`src/common/glb_macros.svh`:
```
//----------------------------------------------------------------------
// Tile widths; GLB_ADDR_WIDTH minus GLB_BANK_ADDR_WIDTH bits pick the bank
//----------------------------------------------------------------------
`ifndef GLB_MACROS_SVH
`define GLB_MACROS_SVH

// Stream and bank word width
`define GLB_DATA_WIDTH 16

// Global word address, top bit selects the bank
`define GLB_ADDR_WIDTH 10

// Word address inside one bank
`define GLB_BANK_ADDR_WIDTH 9

`define GLB_NUM_BANKS 2

// APB byte offset width
`define GLB_APB_ADDR_WIDTH 8

`endif

```
`src/glb_bank_switch.sv`:
```
//----------------------------------------------------------------------
// Store wins bank conflicts; refused reads retry the next cycle
//----------------------------------------------------------------------
`timescale 1ns/1ps
`include "glb_macros.svh"

module glb_bank_switch (
    input  logic                            clk,
    input  logic                            arst_n,
    input  logic                            wr_en,
    input  logic [`GLB_ADDR_WIDTH-1:0]      wr_addr,
    input  logic [`GLB_DATA_WIDTH-1:0]      wr_data,
    input  logic                            rd_req,
    input  logic [`GLB_ADDR_WIDTH-1:0]      rd_addr,
    output logic                            rd_gnt,
    output logic                            rd_valid,
    output logic [`GLB_DATA_WIDTH-1:0]      rd_data,
    output logic                            bank_en      [`GLB_NUM_BANKS],
    output logic                            bank_wr_en   [`GLB_NUM_BANKS],
    output logic [`GLB_BANK_ADDR_WIDTH-1:0] bank_addr    [`GLB_NUM_BANKS],
    output logic [`GLB_DATA_WIDTH-1:0]      bank_wr_data [`GLB_NUM_BANKS],
    input  logic [`GLB_DATA_WIDTH-1:0]      bank_rd_data [`GLB_NUM_BANKS]
);

    localparam int SEL_W = `GLB_ADDR_WIDTH - `GLB_BANK_ADDR_WIDTH;

    logic [SEL_W-1:0]          wr_bank;
    logic [SEL_W-1:0]          rd_bank;
    logic [SEL_W-1:0]          rd_bank_q;
    logic [`GLB_NUM_BANKS-1:0] wr_sel;
    logic [`GLB_NUM_BANKS-1:0] rd_sel;

    // Bank from the top address bits
    assign wr_bank = wr_addr[`GLB_ADDR_WIDTH-1 -: SEL_W];
    assign rd_bank = rd_addr[`GLB_ADDR_WIDTH-1 -: SEL_W];
    assign rd_gnt  = rd_req && !(wr_en && (wr_bank == rd_bank));

    for (genvar b = 0; b < `GLB_NUM_BANKS; b++) begin : g_route
        assign wr_sel[b]       = wr_en && (wr_bank == SEL_W'(b));
        assign rd_sel[b]       = rd_gnt && (rd_bank == SEL_W'(b));
        assign bank_en[b]      = wr_sel[b] || rd_sel[b];
        assign bank_wr_en[b]   = wr_sel[b];
        assign bank_addr[b]    = wr_sel[b] ? wr_addr[`GLB_BANK_ADDR_WIDTH-1:0]
                                           : rd_addr[`GLB_BANK_ADDR_WIDTH-1:0];
        assign bank_wr_data[b] = wr_data;
    end

    // Bank answers one cycle after the grant
    always_ff @(posedge clk or negedge arst_n) begin
        if (!arst_n) rd_valid <= 1'b0;
        else rd_valid <= rd_gnt;
    end

    always_ff @(posedge clk) begin
        if (rd_gnt) rd_bank_q <= rd_bank;
    end

    assign rd_data = bank_rd_data[rd_bank_q];

    // One bank per source, never both on one bank
    a_bank_sel: assert property (@(posedge clk) disable iff (!arst_n)
        $onehot0(wr_sel) && $onehot0(rd_sel) && ((wr_sel & rd_sel) == '0));

endmodule

```
`config.mk`:
```
export PLATFORM = sky130hd
export DESIGN_NAME = glb_bank_switch
export DESIGN_NICKNAME = d
export VERILOG_FILES = /design/src/glb_bank_switch.sv
export VERILOG_INCLUDE_DIRS = /design/src /design/src/common
export SDC_FILE = /design/constraint.sdc
export NUM_CORES = 1
export LEC_CHECK = 0
export ABC_AREA = 1
export BUFFER_PORTS_ARGS = -buffer_cell sky130_fd_sc_hd__buf_2
export CELL_PAD_IN_SITES_DETAIL_PLACEMENT = 0
export CELL_PAD_IN_SITES_GLOBAL_PLACEMENT = 1
export CORE_MARGIN = 10
export CORE_UTILIZATION = 15
export DETAILED_ROUTE_END_ITERATION = 10
export GPL_ROUTABILITY_DRIVEN = 0
export PLACE_DENSITY_LB_ADDON = 0.1
export SYNTH_ARGS = -nofsm -noshare
export SYNTH_HDL_FRONTEND = slang
export SYNTH_SLANG_ARGS = --single-unit
```
`constraint.sdc`:
```
create_clock -name clk -period 1.3 [get_ports clk]
set_clock_uncertainty 0.2 [all_clocks]
set_input_delay 0.13 -clock clk [delete_from_list [all_inputs] [get_ports clk]]
set_output_delay 0.13 -clock clk [all_outputs]
set_load 0.02 [all_outputs]
```
==> results of run 1 <==
Yosys cell counts:
| cell type | instances |
|---|---|
| buf_2 | 2 |
| buf_4 | 33 |
| buf_6 | 2 |
| clkbuf_2 | 1 |
| clkbuf_8 | 1 |
| dfrtp_1 | 1 |
| edfxtp_1 | 1 |
| inv_1 | 31 |
| nand2_1 | 38 |
| nand2_2 | 1 |
| nand3_1 | 1 |
| o21ai_0 | 18 |
| o21ai_1 | 7 |
| o21ai_2 | 11 |
power breakdown:
group          leakage (uW)  total, uW  internal [uW]  switching [uW]
clock             0.0000228        257            208            48.7
combinational      0.000783        587            253             334
sequential        0.0000219       75.3           72.8            2.50
total              0.000828        919            534             385
state kept, by name, summed over array words and instances (netlist names):
register / flops
rd_bank_q: 1
rd_valid: 1
metrics by stage:
| step | hold WS [ns] | instance area, um2 |
|---|---|---|
| floorplan | -0.366 | 846 |
| global placement | -0.296 | 1170 |
| detailed placement | -0.294 | 1170 |
| CTS | 0.0364 | 1270 |
| global route | 0.0484 | 1310 |
| finish | 0.0309 | 1310 |
per-layer routing:
metal | global-route usage | wire (um) | vias to the layer above
met5 | 0 | 0 | -
met4 | 0.0162 | 23 | 0
met3 | 0.0534 | 766 | 4
met2 | 0.0881 | 1170 | 84
met1 | 0.0677 | 1250 | 393
li1 | - | - | 549
worst max-delay path, delay by kind of cell (launching register included):
kind	cells	cell delay [ns]
flip-flops	1	0.40
buffers and inverters	2	0.33
AO/OA/AOI/OAI	1	0.14
logic make-up (layout without fill, tap and decap cells):
logic type / after synthesis / after routing / share of synthesized area
buffers and inverters: 70 / 136 / 0.491
AO/OA/AOI/OAI: 36 / 36 / 0.262
flip-flops: 2 / 2 / 0.0651
AND/OR/NAND/NOR: 40 / 40 / 0.182
area by class of cell:
cell class,count,area share
multi-input combinational,76,0.296
inverter,31,0.0891
clock buffer,4,0.0345
timing repair buffer,101,0.469
tap,72,0.0690
sequential,2,0.0421
final timing paths:
check	from	endpoint	slack (ns)	depth (start not counted)
max	rd_bank_q	rd_data[8]	-0.12	3
min	arst_n	rd_valid	0.03	2
max in group asynchronous	arst_n	rd_valid	0.79	2
min in group clk	wr_data[15]	bank_wr_data[31]	0.06	0
what timing repair did:
action / CTS / global route
gates resized for setup: 18 / 15
hold buffers: 3 / 0
setup endpoints to repair: 16 / 17
hold endpoints to repair: 3 / 0
pin swaps: 0 / 1
==> impl_metrics.json, run 1 <==
{
  "setup_tns_ns": -1.85,
  "min_period_over_period": 1.10,
  "drt-pass1-iter-count": 4,
  "worstPathMaxFanout": 32,
  "dp_slack_ns": 0.0324,
  "grt_pass1_vias": 1016,
  "synthTopCellsByArea": "buf_4, nand2_1, inv_1",
  "power_density_nw_per_um2": 703,
  "syn-num-nets": 220,
  "setup_viol": 16,
  "port_buffers": 95,
  "setup_slack_ns": -0.124,
  "hpwl_mm": 2.74,
  "drive_gt1_frac": 0.542,
  "drtAntennaViolNets": 0,
  "min_period_ns": 1.42,
  "leakage_uw": 0.000828,
  "dieArea_um2": 9040,
  "groute.usage.overall": 0.0619,
  "fp.dieW_um": 95.1,
  "fin_util": 0.239,
  "wl_per_cell_um": 11.2,
  "avgSynthCellArea_um2": 5.71,
  "postSynthCellCount": 148,
  "grt_overflow_total": 0,
  "rsz0062_at_grt": "yes",
  "num_vias": 1030,
  "ys_ff_latch": 2,
  "cpMaxStageDelayCell": "edfxtp_1",
  "critPathKind": "reg2out",
  "htreeDepth": 1,
  "drv_cap": 0,
  "coreArea_um2": 5470,
  "grt_pass1_wl_mm": 4.72,
  "worstPathRequired_ns": 0.97,
  "synth_top_area_share": 0.293,
  "crit_path_end_kind": "output port",
  "row_count": 27,
  "slew_viol_final": 0,
  "fmax_mhz": 702,
  "cts-buffers-inserted": 3,
  "fp.dieH_um": 95.1,
  "placed_cells": 279,
  "cts_tree": "done",
  "grt_start_max_net_pins": 33,
  "fillers": 640,
  "status": "finished, violations left",
  "multi_input_area_um2": 387,
  "mappedNetlistArea_um2": 846,
  "antenna_cells": 0,
  "cts.sinks": 2,
  "final_common_cell": "buf_2",
  "cts_max_path_buffers": 2,
  "drc": 0,
  "wl_mm": 3.21,
  "final_cell_mix": "buf_2, nand2_1, inv_1",
  "yosysTopAreaCell": "buf_4",
  "ios": 144,
  "antenna_found_initial": 0,
  "ys_types": 14,
  "initial_core_util": 0.155,
  "ys_warn_count": 0,
  "seq_area_um2": 55.1,
  "violations": "negative setup slack",
  "critPathLaunchType": "flip-flop",
  "cts-root-buf": "clkbuf_8",
  "avgViaCountPerCell": 3.60,
  "cts_setup_buffers": 0,
  "power_uw": 919,
  "hold_violations": 0,
  "slowest_delay_ns": 0.40,
  "ys_seq_area_frac": 0.0651,
  "hp-class": "in2async",
  "clk_pin_slew_ns": 0.03,
  "area_growth_pct": 54.4,
  "nNetsFinal": 287,
  "worstPathCellList": "buf_12 > o21ai_1 > buf_4",
  "drtIter0Drc": 32,
  "critPathArrivalTime_ns": 1.09,
  "vdd_ir_drop_max_uv": 284,
  "layout.cells.non_filler": 286,
  "tightest_slew_ns": 0.125,
  "relSlewSlack": 0.916
}
No activity file was read; power rests on OpenSTA's default activity.
==> run 2: changes to the inputs <==
Settings changed: SKIP_LAST_GASP set to 1.
==> run 2 against run 1 <==
Compared with the run above: the flow still finishes with violations (negative setup slack); sequential share of layout area about the same; count of clock-buffer cells in the layout unchanged; hold slack unchanged; flip-flop and latch count unchanged; clock power about the same; highest routed layer unchanged.
==> impl_metrics.json, run 2 (synthesized netlist as in run 1, its figures left out) <==
{
  "setup_viol": 16,
  "drive_gt1_frac": 0.537,
  "fp.dieH_um": 95.1,
  "worstPathRequired_ns": 0.97,
  "slew_viol_final": 0,
  "grt_pass1_wl_mm": 4.69,
  "min_period_ns": 1.46,
  "placed_cells": 279,
  "worstPathMaxFanout": 32,
  "top_regs": "rd_bank_q: 1 flops, rd_valid: 1 flops",
  "cts_max_path_buffers": 2,
  "power_frac_clock": 0.282,
  "power_uw": 909,
  "area_growth_pct": 53.1,
  "status": "finished, violations left",
  "fp.dieW_um": 95.1,
  "nNetsFinal": 287,
  "relSlewSlack": 0.910,
  "drtAntennaViolNets": 0,
  "critPathKind": "reg2out",
  "hp-class": "in2async",
  "grt_start_max_net_pins": 33,
  "htreeDepth": 1,
  "grt_pass1_vias": 1010,
  "internal-power_uw": 528,
  "grt_overflow_total": 0,
  "fmax_mhz": 686,
  "crit_path_end_kind": "output port",
  "row_count": 27,
  "antenna_found_initial": 0,
  "drt-pass1-iter-count": 4,
  "layout.cells.non_filler": 286,
  "groute.usage.overall": 0.0616,
  "initial_core_util": 0.155,
  "tightest_slew_ns": 0.134,
  "setup_slack_ns": -0.158,
  "setup_tns_ns": -1.98,
  "hold_violations": 0,
  "final_common_cell": "buf_2",
  "power_frac_comb": 0.635,
  "timing.hold.ws_ns": 0.0309,
  "cts_tree": "done",
  "p_seq_frac": 0.083,
  "cts-root-buf": "clkbuf_8",
  "drc": 0,
  "leakage_uw": 0.000824,
  "antenna_cells": 0,
  "cts-buffers-inserted": 3,
  "port_buffers": 95,
  "cts.sinks": 2,
  "p_sw_frac": 0.419,
  "critPathLaunchType": "flip-flop",
  "wl_mm": 3.20,
  "drtIter0Drc": 30,
  "coreArea_um2": 5470,
  "dieArea_um2": 9040,
  "final_cell_mix": "buf_2, nand2_1, inv_1",
  "p_sw_uw": 381,
  "drv_cap": 0,
  "clk_pin_slew_ns": 0.03,
  "min_period_over_period": 1.12,
  "hpwl_mm": 2.74,
  "violations": "negative setup slack",
  "num_vias": 1032,
  "vdd_ir_drop_max_uv": 283,
  "wl_per_cell_um": 11.2,
  "critPathArrivalTime_ns": 1.13,
  "ios": 144,
  "avgViaCountPerCell": 3.61,
  "power_density_nw_per_um2": 702,
  "rsz0062_at_grt": "yes"
}
[run 2: cell counts in the layout (fill, tap and decap cells not counted)]
Identical to the previous run, type by type.
[run 2: cell type report]
| type | count | area (um2) |
|---|---|---|
| tap | 72 | 90.1 |
| multi-input combinational | 76 | 383 |
| clock buffer | 4 | 45.0 |
| sequential | 2 | 55.1 |
| inverter | 31 | 116 |
| fill | 638 | 4180 |
| timing repair buffer | 101 | 606 |
[run 2: what timing repair did]
item / CTS / global route
hold buffers: 3 / 0
pin swaps: 0 / 1
hold endpoints to repair: 3 / 0
endpoints found under the setup margin: 16 / 17
setup buffers: 0 / 0
gates cloned: 0 / 0
gates resized for setup: 5 / 21
[run 2: worst paths after layout]
| kind | startpoint | endpoint | slack, ns | cells past startpoint |
|---|---|---|---|---|
| worst max-delay path | rd_bank_q | rd_data[5] | -0.16 | 3 |
| min in group clk | wr_data[15] | bank_wr_data[31] | 0.06 | 0 |
| max in group asynchronous | arst_n | rd_valid | 0.79 | 2 |
| worst min-delay path | arst_n | rd_valid | 0.03 | 2 |
[run 2: per-stage QoR]
stage                util  setup WS, ns  area, um2
finish              0.237        -0.158       1290
global route        0.237        -0.190       1290
CTS                 0.230        -0.182       1260
detailed placement  0.214        0.0324       1170
global placement    0.214        0.0547       1170
floorplan               -        -0.107        846
[run 2: worst max-delay path, cell delays in order, from the launching register on]
cell	delay [ns]
edfxtp_1	0.40
buf_12	0.18
o21ai_0	0.16
buf_4	0.17
[run 2: metal layers]
metal	global-route usage	wire, um	vias up
li1	-	-	548
met1	0.0677	1230	394
met2	0.0864	1160	86
met3	0.0542	786	4
met4	0.0162	23	0
met5	0	0	-
[run 2: power groups by stage]
stage	combinational (uW)	sequential, uW	clock, uW
5_1_grt	635	75.8	275
4_1_cts	555	75.4	262
3_3_place_gp	548	76.0	0
6_report	577	75.3	257
3_5_place_dp	537	76.1	0
2_1_floorplan	449	79.1	0
