## src/common/glb_macros.svh

```systemverilog
//----------------------------------------------------------------------
// Tile widths; GLB_ADDR_WIDTH minus GLB_BANK_ADDR_WIDTH bits pick the bank
//----------------------------------------------------------------------
`ifndef GLB_MACROS_SVH
`define GLB_MACROS_SVH

// Stream and bank word width
`define GLB_DATA_WIDTH 16

// Global word address, top bit selects the bank
`define GLB_ADDR_WIDTH 10

// Word address inside one bank
`define GLB_BANK_ADDR_WIDTH 9

`define GLB_NUM_BANKS 2

// APB byte offset width
`define GLB_APB_ADDR_WIDTH 8

`endif

```

## src/common/glb_pkg.sv

```systemverilog
//----------------------------------------------------------------------
// DMA header layouts and APB register offsets; headers are one 32-bit word
//----------------------------------------------------------------------
`include "glb_macros.svh"

package glb_pkg;

    typedef logic [11:0] word_cnt_t;
    typedef logic [3:0]  stride_t;

    // Store view, start address in the low bits
    typedef struct packed {
        logic [9:0]                 reserved;
        word_cnt_t                  num_words;
        logic [`GLB_ADDR_WIDTH-1:0] start_addr;
    } dma_st_header_t;

    // Load view adds the address stride
    typedef struct packed {
        logic [5:0]                 reserved;
        stride_t                    stride;
        word_cnt_t                  num_words;
        logic [`GLB_ADDR_WIDTH-1:0] start_addr;
    } dma_ld_header_t;

    // Same APB word, two decodings
    typedef union packed {
        dma_st_header_t st;
        dma_ld_header_t ld;
    } dma_header_u;

    localparam logic [`GLB_APB_ADDR_WIDTH-1:0] REG_CTRL   = 8'h00;
    localparam logic [`GLB_APB_ADDR_WIDTH-1:0] REG_ST_HDR = 8'h04;
    localparam logic [`GLB_APB_ADDR_WIDTH-1:0] REG_LD_HDR = 8'h08;
    localparam logic [`GLB_APB_ADDR_WIDTH-1:0] REG_STATUS = 8'h0C;

endpackage

```

## src/glb_dma/glb_store_dma.sv

```systemverilog
//----------------------------------------------------------------------
// Store DMA, no back-pressure; words arriving while idle are dropped
//----------------------------------------------------------------------
`timescale 1ns/1ps
`include "glb_macros.svh"

module glb_store_dma (
    input  logic                        clk,
    input  logic                        arst_n,
    input  glb_pkg::dma_st_header_t     st_header,
    input  logic                        st_start,
    input  logic [`GLB_DATA_WIDTH-1:0]  stream_data_f2g,
    input  logic                        stream_data_valid_f2g,
    output logic                        wr_en,
    output logic [`GLB_ADDR_WIDTH-1:0]  wr_addr,
    output logic [`GLB_DATA_WIDTH-1:0]  wr_data,
    output logic                        st_done
);
    import glb_pkg::*;

    logic                       busy;
    logic                       accept;
    logic [`GLB_ADDR_WIDTH-1:0] cur_addr;
    word_cnt_t                  remaining;

    // Take a word only while words are still owed
    assign accept = busy && stream_data_valid_f2g && (remaining != '0);

    always_ff @(posedge clk or negedge arst_n) begin
        if (!arst_n) begin
            busy      <= 1'b0;
            remaining <= '0;
            wr_en     <= 1'b0;
            st_done   <= 1'b0;
        end else begin
            wr_en   <= accept;
            st_done <= 1'b0;
            if (st_start && !busy) begin
                remaining <= st_header.num_words;
                // Zero count finishes at once
                if (st_header.num_words == '0) st_done <= 1'b1;
                else busy <= 1'b1;
            end else if (accept) begin
                remaining <= remaining - 1'b1;
            end else if (busy && remaining == '0) begin
                // Last write went out last cycle
                busy    <= 1'b0;
                st_done <= 1'b1;
            end
        end
    end

    // Address wraps within the tile
    always_ff @(posedge clk) begin
        if (st_start && !busy) begin
            cur_addr <= st_header.start_addr;
        end else if (accept) begin
            cur_addr <= cur_addr + 1'b1;
            wr_addr  <= cur_addr;
            wr_data  <= stream_data_f2g;
        end
    end

    a_wr_only_busy: assert property (@(posedge clk) disable iff (!arst_n)
        wr_en |-> busy);

endmodule

```

## config.mk

```make
export PLATFORM = sky130hd
export DESIGN_NAME = glb_store_dma
export DESIGN_NICKNAME = d
export VERILOG_FILES = /design/src/common/glb_pkg.sv /design/src/glb_dma/glb_store_dma.sv
export VERILOG_INCLUDE_DIRS = /design/src /design/src/common
export SDC_FILE = /design/constraint.sdc
export NUM_CORES = 1
export LEC_CHECK = 0
export BUFFER_PORTS_ARGS = -buffer_cell sky130_fd_sc_hd__buf_2
export CAP_MARGIN = 40
export CELL_PAD_IN_SITES_DETAIL_PLACEMENT = 0
export CELL_PAD_IN_SITES_GLOBAL_PLACEMENT = 2
export CORE_ASPECT_RATIO = 0.8
export CORE_MARGIN = 2
export CORE_UTILIZATION = 28
export DETAILED_ROUTE_END_ITERATION = 12
export GPL_TIMING_DRIVEN = 0
export PLACE_DENSITY_LB_ADDON = 0.1
export SYNTH_ARGS = -nofsm -noshare
export SYNTH_HDL_FRONTEND = slang
export SYNTH_SLANG_ARGS = --single-unit
```

## constraint.sdc

```tcl
create_clock -name clk -period 2.6 [get_ports clk]
set_input_delay 0.78 -clock clk [delete_from_list [all_inputs] [get_ports clk]]
set_output_delay 0.78 -clock clk [all_outputs]
set_load 0.05 [all_outputs]
```

==> results of run 1 <==
## flip-flops by register name, summed over array words and instances, names as in the netlist
name,cells
cur_addr,10
st_done,1
wr_addr,10
wr_data,16
wr_en,1
remaining,12
busy,1
## critical path, stage by stage, from the launching register on
cell and delay (ns):
dfrtp_1 0.42, inv_1 0.09, ha_1 0.20, or3b_2 0.47, nor4_1 0.46, o21ai_1 0.28, buf_4 0.27
## worst paths after layout
kind                              startpoint             to  slack [ns]  cells past startpoint
worst max-delay path            remaining[0]    cur_addr[9]        0.17                      6
worst max register to register  remaining[0]    cur_addr[9]        0.17                      6
max in group asynchronous             arst_n  remaining[11]        1.95                      1
min in group clk                 cur_addr[9]     wr_addr[9]        0.50                      0
worst min-delay path                  arst_n   remaining[1]        0.38                      1
worst min register to register   cur_addr[9]     wr_addr[9]        0.50                      0
## power groups by stage
stage | sequential [mW] | clock (mW) | combinational (mW)
3_3_place_gp | 1.47 | 0 | 1.07
3_5_place_dp | 1.46 | 0 | 1.12
2_1_floorplan | 1.72 | 0 | 0.496
4_1_cts | 1.45 | 0.586 | 1.12
6_report | 1.45 | 0.559 | 1.11
5_1_grt | 1.49 | 0.622 | 1.22
## stage by stage
step	hold slack, ns	TNS (ns)
final	0.384	0
after global routing	0.388	0
after CTS	0.384	0
after detailed placement	0.472	0
after global placement	0.466	-3.23
after floorplan	0.446	0
## kinds of logic after synthesis
logic type / Yosys count
simple gates: 69
flops: 51
compound gates: 35
xor+xnor: 9
buf+inv: 9
fa+ha+maj: 3
mux: 1
## layer usage
| metal | share of wire, % | up-vias | global-route usage [%] |
|---|---|---|---|
| li1 | - | 837 | - |
| met1 | 53 | 767 | 19.5 |
| met2 | 41 | 57 | 19.4 |
| met3 | 5.6 | 2 | 3.51 |
| met4 | 0.51 | 0 | 3.32 |
| met5 | 0 | - | 0 |
## layout make-up
type	count	area [um2]
Sequential cell	51	1460
Clock inverter	3	42.5
Fill cell	777	4920
Multi-Input combinational cell	117	748
Clock buffer	5	68.8
Timing Repair Buffer	72	392
Inverter	4	15.0
Buffer	5	18.8
Tap cell	108	135
## cell usage in the layout, fill, tap and decap left out, types with 3 or more instances in the layout
cell and instances:
nor2_1 5, xor2_1 6, edfxtp_1 36, nor4_1 5, or4_1 3, clkbuf_8 5, o311ai_0 4, inv_1 4
a31oi_1 3, ha_1 3, nand3_1 8, xnor2_1 3, clkbuf_1 5, buf_2 69, dfrtp_1 15, nand4_1 3
or3_1 3, o21ai_0 15, nand2_1 24, o211ai_1 5
==> out/qor.csv, run 1 <==
stage,metric,value,unit
hold_path,hp-class,in -> async,
power_and_ir_drop,power.density,1080,nW/um2
run,cap_violations,0,
floorplanning,core,7800,um2
final_layout,area_growth_syn_to_layout,29.6,%
clock_tree,cts_sinks,51,
global_routing,antenna_found_initial,0,
clock_tree,cts_setup_buffers,0,
global_routing,grt_pass1_wl,8.86,mm
power_and_ir_drop,p_comb_share,35.7,%
routing,dr.pass1.iters,4,
status,outcome,"complete, no violations",
setup_path,required,2.67,ns
sta,final.setup.worst_slack,0.171,ns
power_and_ir_drop,total_power,3.12,mW
clock_tree,cts_max_level,2,
setup_path,cp-end-kind,flop,
floorplanning,initial_core_util,28.5,%
routing,wl_per_cell,14.9,um
power_and_ir_drop,p_clk_share,17.9,%
synth,ys_ff_latch,51,
place,dp_cells,357,
synth,ys_async_sr_fraction,29.4,%
place,dpl_cell_area,2770,um2
global_routing,grt_max_degree,23,
routing,drcViolationCount,0,
synth,synth_cell_types,38,
sta,tightest_slew,0.650,ns
synth,yosys.area_share.adder,1.69,%
sta,finalHoldViolCount,0,
final_layout,insertedDiodeCount,0,
routing,vias,1663,
synth,synth_nets,232,
synth,synth_common_cells,"36 x edfxtp_1, 24 x nand2_1, 16 x o21ai_0, 15 x dfrtp_1, 8 x nand3_1",
power_and_ir_drop,switchingPower,1.23,mW
sta,fin_skew,0.00608,ns
clock_tree,cts_tree,built,
synth,synthFlopType,edfxtp_1,
setup_path,cp-start-kind,flop,
final_layout,drive_gt1_share,34.6,%
global_routing,gr-total-overflow,0,
global_routing,grt_use_total,13.2,%
clock_tree,clockRootBuffer,clkbuf_8,
sta,slew_headroom,56.7,%
power_and_ir_drop,p_leak,1.11,nW
synth,yosysTopAreaCellShare,48.7,%
synth,synth-simple-area-share,17.1,%
floorplanning,die_area,8660,um2
place,gp_congestion,0.709,
floorplanning,die_w,104,um
sta,drv_slew,0,
synth,synth_mux_area_share,0.507,%
place,post-place-ws,0.0789,ns
synth,synth-edff-count,36,
clock_tree,cts_max_path_buffers,2,
place,port_buffers,69,
setup_path,crit_fanout,6,
final_layout,final_core_util,36.9,%
setup_path,arrival,2.50,ns
routing,vias_per_cell,4.56,
power_and_ir_drop,ir_drop,0.364,mV
synth,synth_top_cell_by_area,edfxtp_1,
floorplanning,io_pins,80,
floorplanning,die_y,83.6,um
final_layout,nets,311,
synth,syn-cell-area,2220,um2
clock_tree,clk_latency,0.30,ns
clock_tree,holdBufCountCts,0,
synth,synthTopCellsByArea,"edfxtp_1 49%, dfrtp_1 17%, nand2_1 4.1%, o21ai_0 3.6%, xor2_1 2.4%",
power_and_ir_drop,intPower,1.89,mW
final_layout,design_area,2880,um2
synth,yosysMostFrequentCell,edfxtp_1,
synth,synth_xor_area_share,3.55,%
setup_path,worstSetupPathType,reg -> reg,
clock_tree,cts_inserted_buffers,5,
sta,fmax,0.412,GHz
synth,synth_compound_area_share,9.98,%
floorplanning,rows,29,
routing,wirelength,5.45,mm
power_and_ir_drop,seqPwrFrac,46.4,%
global_routing,grt_pass1_vias,1680,
synth,synth_top_family_by_area,simple AND/OR/NAND/NOR gates,
routing,drt_first_iter_violations,34,
synth,yosysSeqAreaShare,65.6,%
synth,synth_cells,177,
clock_tree,clkTransAtPathRegs,0.10,ns
sta,rsz0062_at_grt,no,
clock_tree,cts_resized,0,
synth,avgSynthCellArea,12.5,um2
sta,fin_crit,2.43,ns
final_layout,layoutNonFillerInstCount,365,
synth,yosysWarningCount,0,
sta,setup_viol,0,
routing,ant_nets,0,
power_and_ir_drop,p_sw_share,39.4,%
sta,finalCritPeriodShare,93.4,%
place,dp_hpwl,4.02,mm
No activity file was read; power rests on OpenSTA's default activity.
==> run 2, diff against run 1 <==
--- a/config.mk
+++ b/config.mk
@@ -14,8 +14,10 @@
 export CORE_MARGIN = 2
 export CORE_UTILIZATION = 28
 export DETAILED_ROUTE_END_ITERATION = 12
+export GPL_ROUTABILITY_DRIVEN = 0
 export GPL_TIMING_DRIVEN = 0
 export PLACE_DENSITY_LB_ADDON = 0.1
+export RECOVER_POWER = 25
 export SYNTH_ARGS = -nofsm -noshare
 export SYNTH_HDL_FRONTEND = slang
 export SYNTH_SLANG_ARGS = --single-unit
==> run 2 against run 1 <==
Effect of this change: fmax is the same; combinational power is essentially flat; global-route usage unchanged; non-clock buffer count unchanged; sequential share of layout area is essentially flat; flip-flop and latch count unchanged; critical path type unchanged; critical endpoint unchanged.
==> out/qor.csv, run 2 (synthesized netlist as in run 1, its figures left out) <==
stage,metric,value,unit,change
status,outcome,"complete, no violations",,
routing,drcViolationCount,0,,unchanged
clock_tree,cts_sinks,51,,unchanged
sta,fin_crit,2.43,ns,unchanged
sta,tightest_slew,0.903,ns,+0.253 ns
hold_path,hp-class,reg -> reg,,
power_and_ir_drop,intPower,1.89,mW,about the same
power_and_ir_drop,p_comb_share,35.7,%,about the same
setup_path,crit_fanout,6,,unchanged
clock_tree,clk_latency,0.30,ns,about the same
global_routing,grt_pass1_wl,8.86,mm,unchanged
clock_tree,clkTransAtPathRegs,0.10,ns,about the same
sta,drv_slew,0,,unchanged
global_routing,grt_max_degree,23,,unchanged
setup_path,arrival,2.50,ns,about the same
setup_path,r2r-start,remaining[0],,
setup_path,cp-startpoint,remaining[0],,
place,port_buffers,69,,unchanged
place,dp_hpwl,4.02,mm,unchanged
power_and_ir_drop,p_clk_share,18.0,%,about the same
setup_path,ff2ff_setup_slack,0.17,ns,about the same
clock_tree,cts_resized,0,,unchanged
power_and_ir_drop,power.density,1080,nW/um2,about the same
final_layout,regMostFlops,wr_data,,
global_routing,grt_pass1_vias,1680,,unchanged
floorplanning,initial_core_util,28.5,%,unchanged
sta,final.setup.worst_slack,0.171,ns,unchanged
sta,setup_viol,0,,unchanged
clock_tree,cts_setup_buffers,0,,unchanged
final_layout,area_growth_syn_to_layout,29.5,%,about the same
clock_tree,cts_max_level,2,,unchanged
global_routing,antenna_found_initial,0,,unchanged
setup_path,r2r-end,cur_addr[9],,
hold_path,hp-start,cur_addr[9],,
setup_path,cp-endpoint,cur_addr[9],,
power_and_ir_drop,seqPwrFrac,46.4,%,about the same
clock_tree,cts_inserted_buffers,5,,unchanged
final_layout,layoutNonFillerInstCount,365,,unchanged
setup_path,cp-end-kind,flop,,
sta,fin_skew,0.00608,ns,unchanged
setup_path,required,2.67,ns,about the same
global_routing,grt_use_total,13.2,%,unchanged
place,post-place-ws,0.0789,ns,unchanged
clock_tree,clockRootBuffer,clkbuf_8,,
final_layout,nets,311,,unchanged
routing,wl_per_cell,14.9,um,unchanged
power_and_ir_drop,p_sw_share,39.4,%,about the same
power_and_ir_drop,switchingPower,1.23,mW,unchanged
place,dp_cells,357,,unchanged
routing,drt_first_iter_violations,34,,unchanged
sta,finalHoldViolCount,0,,unchanged
clock_tree,cts_max_path_buffers,2,,unchanged
routing,ant_nets,0,,unchanged
power_and_ir_drop,total_power,3.12,mW,about the same
floorplanning,rows,29,,unchanged
floorplanning,core,7800,um2,unchanged
final_layout,largest_reg_flops,16,,unchanged
global_routing,gr-total-overflow,0,,unchanged
floorplanning,die_w,104,um,unchanged
power_and_ir_drop,ir_drop,0.364,mV,about the same
final_layout,insertedDiodeCount,0,,unchanged
sta,rsz0062_at_grt,no,,
setup_path,reg2reg_depth,6,,unchanged
final_layout,nFillCells,777,,unchanged
floorplanning,die_area,8660,um2,unchanged
routing,vias,1663,,unchanged
power_and_ir_drop,p_leak,1.10,nW,-0.25%
floorplanning,io_pins,80,,unchanged
run,cap_violations,0,,unchanged
final_layout,final_core_util,36.9,%,about the same
routing,vias_per_cell,4.56,,unchanged
clock_tree,cts_tree,built,,
clock_tree,holdBufCountCts,0,,unchanged
sta,finalCritPeriodShare,93.4,%,unchanged
floorplanning,die_y,83.6,um,unchanged
routing,dr.pass1.iters,4,,unchanged
final_layout,final_common_cell,buf_2,,
final_layout,drive_gt1_share,34.2,%,-0.39 points
sta,worst_hold_slack,0.498,ns,+0.115 ns
final_layout,layout_common_cells,"68 x buf_2, 36 x edfxtp_1, 24 x nand2_1",,
sta,slew_headroom,39.8,%,-17 points
sta,fmax,0.412,GHz,unchanged
routing,wirelength,5.45,mm,unchanged
final_layout,reg_top3,"wr_data x16, remaining x12",,
setup_path,worstSetupPathType,reg -> reg,,
setup_path,cp-start-kind,flop,,
run 2: stage by stage:
stage	instance area [um2]	TNS, ns
6_report	2880	0
5_1_grt	2880	0
4_1_cts	2880	0
3_5_place_dp	2770	0
3_3_place_gp	2710	-3.23
2_1_floorplan	2230	0
run 2: critical path, stage by stage (launching register included):
cell and delay [ns]:
dfrtp_1 0.42, inv_1 0.09, ha_1 0.20, or3b_2 0.47, nor4_1 0.46, o21ai_1 0.28, buf_4 0.27
run 2: power by group through the flow:
stage	clock network [mW]	registers (mW)	logic (mW)
6_report	0.559	1.45	1.11
3_3_place_gp	0	1.47	1.07
5_1_grt	0.622	1.49	1.22
2_1_floorplan	0	1.72	0.496
4_1_cts	0.586	1.45	1.12
3_5_place_dp	0	1.46	1.12
run 2: area by class of cell:
| class | count | area, um2 | area share (%) |
|---|---|---|---|
| plain buffers | 5 | 18.8 | 0.653 |
| clock buffers | 5 | 68.8 | 2.39 |
| clock inverters | 3 | 42.5 | 1.48 |
| inverters | 4 | 15.0 | 0.522 |
| multi-input cells | 117 | 748 | 26.0 |
| flip-flops and latches | 51 | 1460 | 50.7 |
| well taps | 108 | 135 | 4.70 |
| repair buffers | 72 | 390 | 13.6 |
run 2: how the worst min path moves through the flow:
stage,end,slack [ns],cells after the start
floorplan,wr_addr[1],0.45,0
global route,wr_addr[9],0.52,0
CTS,remaining[4],0.38,1
global placement,wr_addr[1],0.47,0
finish,wr_addr[9],0.50,0
detailed placement,wr_addr[9],0.47,0
run 2: routing by layer:
layer | vias to the layer above | global-route usage [%] | share of wire, %
li1 | 837 | - | -
met1 | 767 | 19.5 | 53
met2 | 57 | 19.4 | 41
met3 | 2 | 3.51 | 5.6
met4 | 0 | 3.32 | 0.51
met5 | - | 0 | 0
