File: src/common/glb_macros.svh
//----------------------------------------------------------------------
// Tile widths; GLB_ADDR_WIDTH minus GLB_BANK_ADDR_WIDTH bits pick the bank
//----------------------------------------------------------------------
`ifndef GLB_MACROS_SVH
`define GLB_MACROS_SVH

// Stream and bank word width
`define GLB_DATA_WIDTH 16

// Global word address, top bit selects the bank
`define GLB_ADDR_WIDTH 10

// Word address inside one bank
`define GLB_BANK_ADDR_WIDTH 9

`define GLB_NUM_BANKS 2

// APB byte offset width
`define GLB_APB_ADDR_WIDTH 8

`endif

File: src/common/glb_pkg.sv
//----------------------------------------------------------------------
// DMA header layouts and APB register offsets; headers are one 32-bit word
//----------------------------------------------------------------------
`include "glb_macros.svh"

package glb_pkg;

    typedef logic [11:0] word_cnt_t;
    typedef logic [3:0]  stride_t;

    // Store view, start address in the low bits
    typedef struct packed {
        logic [9:0]                 reserved;
        word_cnt_t                  num_words;
        logic [`GLB_ADDR_WIDTH-1:0] start_addr;
    } dma_st_header_t;

    // Load view adds the address stride
    typedef struct packed {
        logic [5:0]                 reserved;
        stride_t                    stride;
        word_cnt_t                  num_words;
        logic [`GLB_ADDR_WIDTH-1:0] start_addr;
    } dma_ld_header_t;

    // Same APB word, two decodings
    typedef union packed {
        dma_st_header_t st;
        dma_ld_header_t ld;
    } dma_header_u;

    localparam logic [`GLB_APB_ADDR_WIDTH-1:0] REG_CTRL   = 8'h00;
    localparam logic [`GLB_APB_ADDR_WIDTH-1:0] REG_ST_HDR = 8'h04;
    localparam logic [`GLB_APB_ADDR_WIDTH-1:0] REG_LD_HDR = 8'h08;
    localparam logic [`GLB_APB_ADDR_WIDTH-1:0] REG_STATUS = 8'h0C;

endpackage

File: src/glb_cfg_regs.sv
//----------------------------------------------------------------------
// APB slave with no wait states; start bits act only during the access phase
//----------------------------------------------------------------------
`timescale 1ns/1ps
`include "glb_macros.svh"

module glb_cfg_regs (
    input  logic                            clk,
    input  logic                            arst_n,
    input  logic                            psel,
    input  logic                            penable,
    input  logic                            pwrite,
    input  logic [`GLB_APB_ADDR_WIDTH-1:0]  paddr,
    input  logic [31:0]                     pwdata,
    output logic [31:0]                     prdata,
    output logic                            pready,
    output logic                            pslverr,
    output glb_pkg::dma_st_header_t         st_header,
    output glb_pkg::dma_ld_header_t         ld_header,
    output logic                            st_start,
    output logic                            ld_start,
    input  logic                            st_done,
    input  logic                            ld_done,
    output logic                            strm_f2g_interrupt_pulse,
    output logic                            strm_g2f_interrupt_pulse
);
    import glb_pkg::*;

    logic        access;
    logic        addr_hit;
    logic        wr_ctrl;
    logic        wr_st_hdr;
    logic        wr_ld_hdr;
    logic        wr_status;
    logic        st_busy;
    logic        ld_busy;
    logic        st_done_sticky;
    logic        ld_done_sticky;
    dma_header_u hdr_wdata;

    // Access phase of a transfer
    assign access   = psel && penable;
    assign addr_hit = paddr inside {REG_CTRL, REG_ST_HDR, REG_LD_HDR, REG_STATUS};
    assign pready   = 1'b1;
    assign pslverr  = access && !addr_hit;

    assign wr_ctrl   = access && pwrite && (paddr == REG_CTRL);
    assign wr_st_hdr = access && pwrite && (paddr == REG_ST_HDR);
    assign wr_ld_hdr = access && pwrite && (paddr == REG_LD_HDR);
    assign wr_status = access && pwrite && (paddr == REG_STATUS);

    // Write word seen as either header
    assign hdr_wdata = pwdata;

    // DMAs latch on the access-phase edge
    assign st_start = wr_ctrl && pwdata[0];
    assign ld_start = wr_ctrl && pwdata[1];

    always_comb begin
        case (paddr)
            REG_ST_HDR: prdata = st_header;
            REG_LD_HDR: prdata = ld_header;
            REG_STATUS: prdata = {28'd0, ld_done_sticky, st_done_sticky, ld_busy, st_busy};
            // Control reads as zero
            default:    prdata = '0;
        endcase
    end

    always_ff @(posedge clk or negedge arst_n) begin
        if (!arst_n) begin
            st_header                <= '0;
            ld_header                <= '0;
            st_busy                  <= 1'b0;
            ld_busy                  <= 1'b0;
            st_done_sticky           <= 1'b0;
            ld_done_sticky           <= 1'b0;
            strm_f2g_interrupt_pulse <= 1'b0;
            strm_g2f_interrupt_pulse <= 1'b0;
        end else begin
            if (wr_st_hdr) st_header <= hdr_wdata.st;
            if (wr_ld_hdr) ld_header <= hdr_wdata.ld;

            // Busy from start until done
            if (st_start) st_busy <= 1'b1;
            else if (st_done) st_busy <= 1'b0;
            if (ld_start) ld_busy <= 1'b1;
            else if (ld_done) ld_busy <= 1'b0;

            // Done sets the sticky bit even during a clear write
            if (st_done) st_done_sticky <= 1'b1;
            else if (wr_status && pwdata[2]) st_done_sticky <= 1'b0;
            if (ld_done) ld_done_sticky <= 1'b1;
            else if (wr_status && pwdata[3]) ld_done_sticky <= 1'b0;

            // Interrupt lines up with the sticky bit
            strm_f2g_interrupt_pulse <= st_done;
            strm_g2f_interrupt_pulse <= ld_done;
        end
    end

    // A DMA reports done only while its busy bit is set
    a_st_done_busy: assert property (@(posedge clk) disable iff (!arst_n)
        st_done |-> st_busy);
    a_ld_done_busy: assert property (@(posedge clk) disable iff (!arst_n)
        ld_done |-> ld_busy);

endmodule

File: config.mk
export PLATFORM = sky130hd
export DESIGN_NAME = glb_cfg_regs
export DESIGN_NICKNAME = d
export VERILOG_FILES = /design/src/common/glb_pkg.sv /design/src/glb_cfg_regs.sv
export VERILOG_INCLUDE_DIRS = /design/src /design/src/common
export SDC_FILE = /design/constraint.sdc
export NUM_CORES = 1
export LEC_CHECK = 0
export BUFFER_PORTS_ARGS = -buffer_cell sky130_fd_sc_hd__buf_4
export CAP_MARGIN = 20
export CELL_PAD_IN_SITES_DETAIL_PLACEMENT = 0
export CELL_PAD_IN_SITES_GLOBAL_PLACEMENT = 1
export CORE_MARGIN = 2
export CORE_UTILIZATION = 37
export DETAILED_ROUTE_END_ITERATION = 8
export GPL_ROUTABILITY_DRIVEN = 0
export PLACE_DENSITY_LB_ADDON = 0.1
export SYNTH_ARGS = -nofsm -noshare
export SYNTH_HDL_FRONTEND = slang
export SYNTH_SLANG_ARGS = --single-unit
export TNS_END_PERCENT = 50
File: constraint.sdc
create_clock -name clk -period 1.3 [get_ports clk]
set_input_delay 0.065 -clock clk [delete_from_list [all_inputs] [get_ports clk]]
set_output_delay 0.065 -clock clk [all_outputs]
set_load 0.02 [all_outputs]
==> results.sh, run 1 <==
export IMPL_clk_latency_ps=330
export IMPL_rows=35
export IMPL_power_per_cell_area_mw_per_mm2=749
export IMPL_maxCapViolations=0
export IMPL_hold_depth=5
export IMPL_fmax_mhz=701
export IMPL_drt_wl_total_um=10500
export IMPL_area_delta_synth_final_pct=77.2
export IMPL_fin_worst_skew_ps=0
export IMPL_clkPwrFrac=0.374
export IMPL_required_ps=1240
export IMPL_drive_gt1_frac=0.723
export IMPL_core_area_mm2=0.00911
export IMPL_synth_seq_cells=70
export IMPL_cts_made_buffers=9
export IMPL_rsz0062_at_grt="yes"
export IMPL_root_buffer="clkbuf_8"
export IMPL_die_area_mm2=0.0101
export IMPL_p_sw_frac=0.253
export IMPL_synth_fa_ha_area_frac=0
export IMPL_antennaDiodeCount=0
export IMPL_syn_nets=296
export IMPL_fin_crit_ps=1430
export IMPL_arrival_ps=1360
export IMPL_critPathMaxStageDelay_ps=400
export IMPL_register_area_mm2=0.00175
export IMPL_final_util=0.667
export IMPL_drt_pre_antenna_iters=4
export IMPL_grt_pass1_vias=2981
export IMPL_holdPathEnd="st_done_sticky"
export IMPL_fp_dieW_um=100
export IMPL_critPathCaptureType="output port"
export IMPL_floorplan_initialDensity=0.377
export IMPL_drtIter0Drc=73
export IMPL_clockBufferDepth=2
export IMPL_worst_setup_path_type="register to output port"
export IMPL_fin_ws_ps=-127
export IMPL_grt_use_total=0.202
export IMPL_switchingPower_mw=1.15
export IMPL_synth_xor_area_share=0
export IMPL_htree_levels=3
export IMPL_ios=149
export IMPL_crit_start="ld_header[2]"
export IMPL_combPwrFrac=0.134
export IMPL_startpoint_type="register"
export IMPL_multi_input_area_mm2=0.00200
export IMPL_finalCritPeriodShare=1.10
export IMPL_netlist_area_mm2=0.00343
export IMPL_synth_compound_area_frac=0.0781
export IMPL_nets=502
export IMPL_n_fill_cell=688
export IMPL_ys_warn_count=0
export IMPL_crit_fanout=3
export IMPL_avgSynthCellArea_um2=13.8
export IMPL_dp_slack_ps=-181
export IMPL_hold_path_class="primary input to register"
export IMPL_cts_tree="yes"
export IMPL_grt_max_degree=71
export IMPL_violations="setup timing"
export IMPL_io_buffers=147
export IMPL_seqPwrFrac=0.493
export IMPL_drc_errors=0
export IMPL_maxSlewViolCount=0
export IMPL_avgViaCountPerCell=4.98
export IMPL_r2r_setup_slack_ps=430
export IMPL_leakage_nw=2.99
export IMPL_synth_simple_area_share=0.0806
export IMPL_wl_per_cell_um=18.4
export IMPL_chipHeight_um=100
export IMPL_cp_slowest_cell="dfrtp_1"
export IMPL_synth_mux_area_frac=0.289
export IMPL_power_internal_mw=3.40
export IMPL_worstRegToRegCells=2
export IMPL_status="finished with violations"
export IMPL_seq_area_frac_synth=0.511
export IMPL_grt_pass1_wl_um=15700
export IMPL_drtAntennaViolNets=0
export IMPL_num_vias=2839
export IMPL_ys_types=20
export IMPL_r2r_end="ld_header[1]"
export IMPL_path_clk_slew_ps=80
export IMPL_r2r_start="ld_header[1]"
export IMPL_grt_overflow=0
export IMPL_synth_top_family_by_area="multiplexers"
export IMPL_cp_cell_sequence="mux2_4 -> a22oi_2 -> nor2_4 -> buf_6"
export IMPL_place_hpwl_um=6610
export IMPL_synth_cells=249
export IMPL_setup_violations=4
export IMPL_holdCritStartpoint="paddr[0]"
export IMPL_grt_antenna_before_repair=0
export IMPL_cts_sinks=70
export IMPL_vdd_drop_max_mv=0.520
export IMPL_hold_viol=0
Yosys cell counts, drive strengths merged:
cell type  count  area share
nand2          1      0.0011
a21o           2      0.0044
conb           1      0.0011
a22oi         32       0.070
clkbuf         9      0.0098
buf           10       0.026
nor2          34       0.037
nor4           3      0.0098
mux2          68        0.29
dfrtp         70        0.51
and3           4      0.0073
o22ai          2      0.0036
nor2b          2      0.0036
nand4          7       0.022
inv            4      0.0044
through the flow:
stage / area [um^2] / power [mW] / std cells / hold WS (ps) / setup TNS (ps)
after floorplan: 3680 / 2.45 / 249 / -231 / -3590
after global placement: 5050 / 2.75 / 507 / 104 / -11050
after detailed placement: 5050 / 2.75 / 507 / 104 / -9460
after CTS: 5750 / 4.57 / 562 / 220 / -830
after global routing: 6080 / 4.75 / 570 / 257 / -773
final: 6080 / 4.55 / 570 / 250 / -453
layout by cell type (no fill, tap or decap), types with 3 or more instances in the layout:
cell             n
and3_1           4
nand4_1          5
nor2_4          31
nor2_1           3
clkbuf_16        4
buf_12           7
buf_6           24
mux2_4          64
clkbuf_8         9
mux2_2           4
dlygate4sd3_1   35
a22oi_2         31
inv_1            4
buf_4          140
dfrtp_1         70
power by group through the flow:
stage	Sequential, mW	Clock, mW	Combinational (mW)
after floorplan	2.31	0	0.140
after detailed placement	2.28	0	0.475
after global placement	2.28	0	0.470
after global routing	2.25	1.85	0.651
after CTS	2.24	1.75	0.584
final	2.24	1.70	0.608
timing repair:
item / in CTS / in global routing
gates resized for setup: 23 / 43
hold endpoints to repair: 140 / 0
pin swaps: 3 / 13
setup buffers: 5 / 3
setup endpoints to repair: 35 / 75
cloned: 1 / 6
hold buffers: 35 / 0
area by class of cell:
type	instances	area share
Clock inverter	6	0.0105
Multi-Input combinational cell	157	0.329
Sequential cell	70	0.288
Inverter	4	0.00247
Tap cell	111	0.0229
Clock buffer	9	0.0204
Timing Repair Buffer	213	0.326
worst max-delay path by stage:
stage,end,depth (start not counted)
2_1_floorplan,ld_header[0],4
3_3_place_gp,prdata[19],8
3_5_place_dp,prdata[19],8
4_1_cts,prdata[3],4
5_1_grt,prdata[2],4
6_report,prdata[2],4
sequential cells by signal, summed over array words and instances, names as in the netlist:
signal,count
st_done_sticky,1
ld_header,32
st_header,32
ld_busy,1
ld_done_sticky,1
strm_g2f_interrupt_pulse,1
strm_f2g_interrupt_pulse,1
st_busy,1
cell families after synthesis:
| family | count (synthesis) |
|---|---|
| buffers and inverters | 23 |
| flip-flops | 70 |
| AND/OR/NAND/NOR | 51 |
| AO/OA/AOI/OAI | 36 |
| multiplexers | 68 |
| other | 1 |
critical path, delay by kind of cell, from the launching register on:
kind | cells | cell delay, ps
DFF | 1 | 400
muxes | 1 | 280
AOI/OAI and AO/OA | 1 | 170
buffers and inverters | 1 | 120
and+or+nand+nor | 1 | 40
routing by layer:
layer,share of wire,GRT usage,vias to the layer above
met5,0,0,-
met4,0.016,0.0738,0
met3,0.042,0.0376,13
met2,0.52,0.340,94
met1,0.42,0.259,1422
li1,-,-,1310
(Power assumes the default switching activity.)
==> inputs of run 2 (changes only) <==
--- a/config.mk
+++ b/config.mk
@@ -11,7 +11,7 @@
 export CELL_PAD_IN_SITES_DETAIL_PLACEMENT = 0
 export CELL_PAD_IN_SITES_GLOBAL_PLACEMENT = 1
 export CORE_MARGIN = 2
-export CORE_UTILIZATION = 37
+export CORE_UTILIZATION = 40
 export DETAILED_ROUTE_END_ITERATION = 8
 export GPL_ROUTABILITY_DRIVEN = 0
 export PLACE_DENSITY_LB_ADDON = 0.1
==> constraint.sdc (replaced) <==
create_clock -name clk -period 1.8 [get_ports clk]
set_input_delay 0.09 -clock clk [delete_from_list [all_inputs] [get_ports clk]]
set_output_delay 0.09 -clock clk [all_outputs]
set_load 0.02 [all_outputs]
==> results.sh, run 2 (synthesis gave the netlist of run 1 again) <==
export IMPL_floorplan_initialDensity=0.415
export IMPL_arrival_ps=1610
export IMPL_grt_pass1_vias=2622
export IMPL_drive_gt1_frac=0.560
export IMPL_final_common_cell="buf_4"
export IMPL_cp_cell_sequence="buf_4 -> nor4_4 -> nand2_1 -> buf_4 -> nor2_1 -> buf_4"
export IMPL_post_cts_buffers=0
export IMPL_final_cell_mix="buf_4, dfrtp_1, mux2_4"
export IMPL_cp_slowest_cell="nor4_4"
export IMPL_fmax_mhz=589
export IMPL_setup_tns_final_ps=0
export IMPL_grt_max_degree=37
export IMPL_die_area_mm2=0.00933
export IMPL_drtAntennaViolNets=0
export IMPL_fin_worst_skew_ps=0
export IMPL_met1_usage=0.269
export IMPL_required_ps=1710
export IMPL_fp_dieW_um=96.6
export IMPL_finalCritPeriodShare=0.943
export IMPL_cts_sinks=70
export IMPL_grt_pass1_wl_um=13800
export IMPL_critPathCaptureType="output port"
export IMPL_drtIter0Drc=38
export IMPL_chipHeight_um=96.6
export IMPL_top_regs="ld_header: 32 flops, st_header: 32 flops"
export IMPL_rsz0062_at_grt="no"
export IMPL_switchingPower_mw=0.768
export IMPL_avgViaCountPerCell=5.04
export IMPL_met2_usage=0.311
export IMPL_cts_hold_fix_buffers=34
export IMPL_cpMostUsedCell="buf_4"
export IMPL_nets=481
export IMPL_grt_overflow=0
export IMPL_drc_errors=0
export IMPL_ios=149
export IMPL_fin_crit_ps=1700
export IMPL_worst_setup_path_type="primary input to output port"
export IMPL_clk_latency_ps=350
export IMPL_cts_made_buffers=9
export IMPL_slew_headroom=0.642
export IMPL_vdd_drop_max_mv=0.332
export IMPL_rows=33
export IMPL_gr_max_usage_layer="met2"
export IMPL_maxSlewViolCount=0
export IMPL_critPathMaxStageDelay_ps=530
export IMPL_worst_pin_slew_ps=533
export IMPL_setup_violations=0
export IMPL_grt_antenna_before_repair=0
export IMPL_final_util=0.632
export IMPL_clkPwrFrac=0.411
export IMPL_met3_usage=0.0450
export IMPL_fin_total_pwr_mw=3.38
export IMPL_path_clk_slew_ps=80
export IMPL_cts_resized_gates=0
export IMPL_clockBufferDepth=2
export IMPL_status="completed"
export IMPL_grt_use_total=0.199
export IMPL_drt_pre_antenna_iters=4
export IMPL_io_buffers=147
export IMPL_area_delta_synth_final_pct=52.1
export IMPL_hold_viol=0
export IMPL_power_per_cell_area_mw_per_mm2=647
export IMPL_num_vias=2742
export IMPL_crit_fanout=15
export IMPL_startpoint_type="primary input"
export IMPL_p_sw_frac=0.227
export IMPL_wl_per_cell_um=16.8
export IMPL_combPwrFrac=0.111
export IMPL_htree_levels=3
export IMPL_cts_tree="yes"
export IMPL_hold_path_class="primary input to register"
export IMPL_antennaDiodeCount=0
export IMPL_place_hpwl_um=6210
export IMPL_core_area_mm2=0.00826
export IMPL_root_buffer="clkbuf_8"
export IMPL_drt_wl_total_um=9130
export IMPL_power_internal_mw=2.61
export IMPL_maxCapViolations=0
export IMPL_leakage_nw=2.77
export IMPL_seqPwrFrac=0.479
run 2: cell types whose count changed in the layout (fill, tap and decap cells not counted), moves of 4 or more:
cell	before	now
a22oi_2	31	0
clkbuf_16	4	0
nor2_4	31	0
buf_6	24	0
a22oi_1	1	32
buf_4	140	157
mux2_4	64	60
nor2_1	3	34
buf_12	7	2
mux2_2	4	8
run 2: per-stage QoR:
stage	cell area, um^2	hold slack, ps	instances	worst slack (ps)
floorplan	3430	-206	249	205
global placement	4660	77.0	494	173
detailed placement	4660	79.3	494	106
CTS	5220	3.03	544	92.0
global route	5220	4.08	544	8.58
finish	5220	12.0	544	102
run 2: power groups by stage:
stage	logic, mW	registers, mW	clock network (mW)
finish	0.373	1.62	1.39
global route	0.404	1.62	1.49
CTS	0.378	1.62	1.41
detailed placement	0.317	1.65	0
global placement	0.313	1.65	0
floorplan	0.0900	1.67	0
run 2: metal layers:
layer | vias up | part of all wire | wire [um]
li1 | 1267 | - | -
met1 | 1374 | 0.45 | 4120
met2 | 91 | 0.48 | 4360
met3 | 10 | 0.057 | 520
met4 | 0 | 0.014 | 130
met5 | - | 0 | 0
run 2: worst paths after layout:
kind | start | slack [ps] | endpoint | depth (start not counted)
setup reg to reg | st_header[24] | 1010 | st_header[24] | 1
max in group asynchronous | arst_n | 1010 | st_header[14] | 3
setup / recovery | paddr[5] | 100 | prdata[24] | 6
hold reg to reg | st_done_sticky | 490 | st_done_sticky | 1
hold / removal | pwdata[0] | 10 | ld_header[0] | 2
min in group asynchronous | arst_n | 230 | ld_header[1] | 2
run 2: area by class of cell:
| type | instances | area, um^2 |
|---|---|---|
| clock buffers | 12 | 145 |
| multi-input cells | 156 | 1540 |
| clock inverters | 4 | 70.1 |
| well taps | 105 | 131 |
| fillers | 689 | 3040 |
| repair buffers | 193 | 1560 |
| inverters | 4 | 15.0 |
| flip-flops and latches | 70 | 1750 |
run 2: worst max-delay path: cells and delay by family:
kind          cells  cell delay, ps
buf+inv           3             550
simple gates      3             960
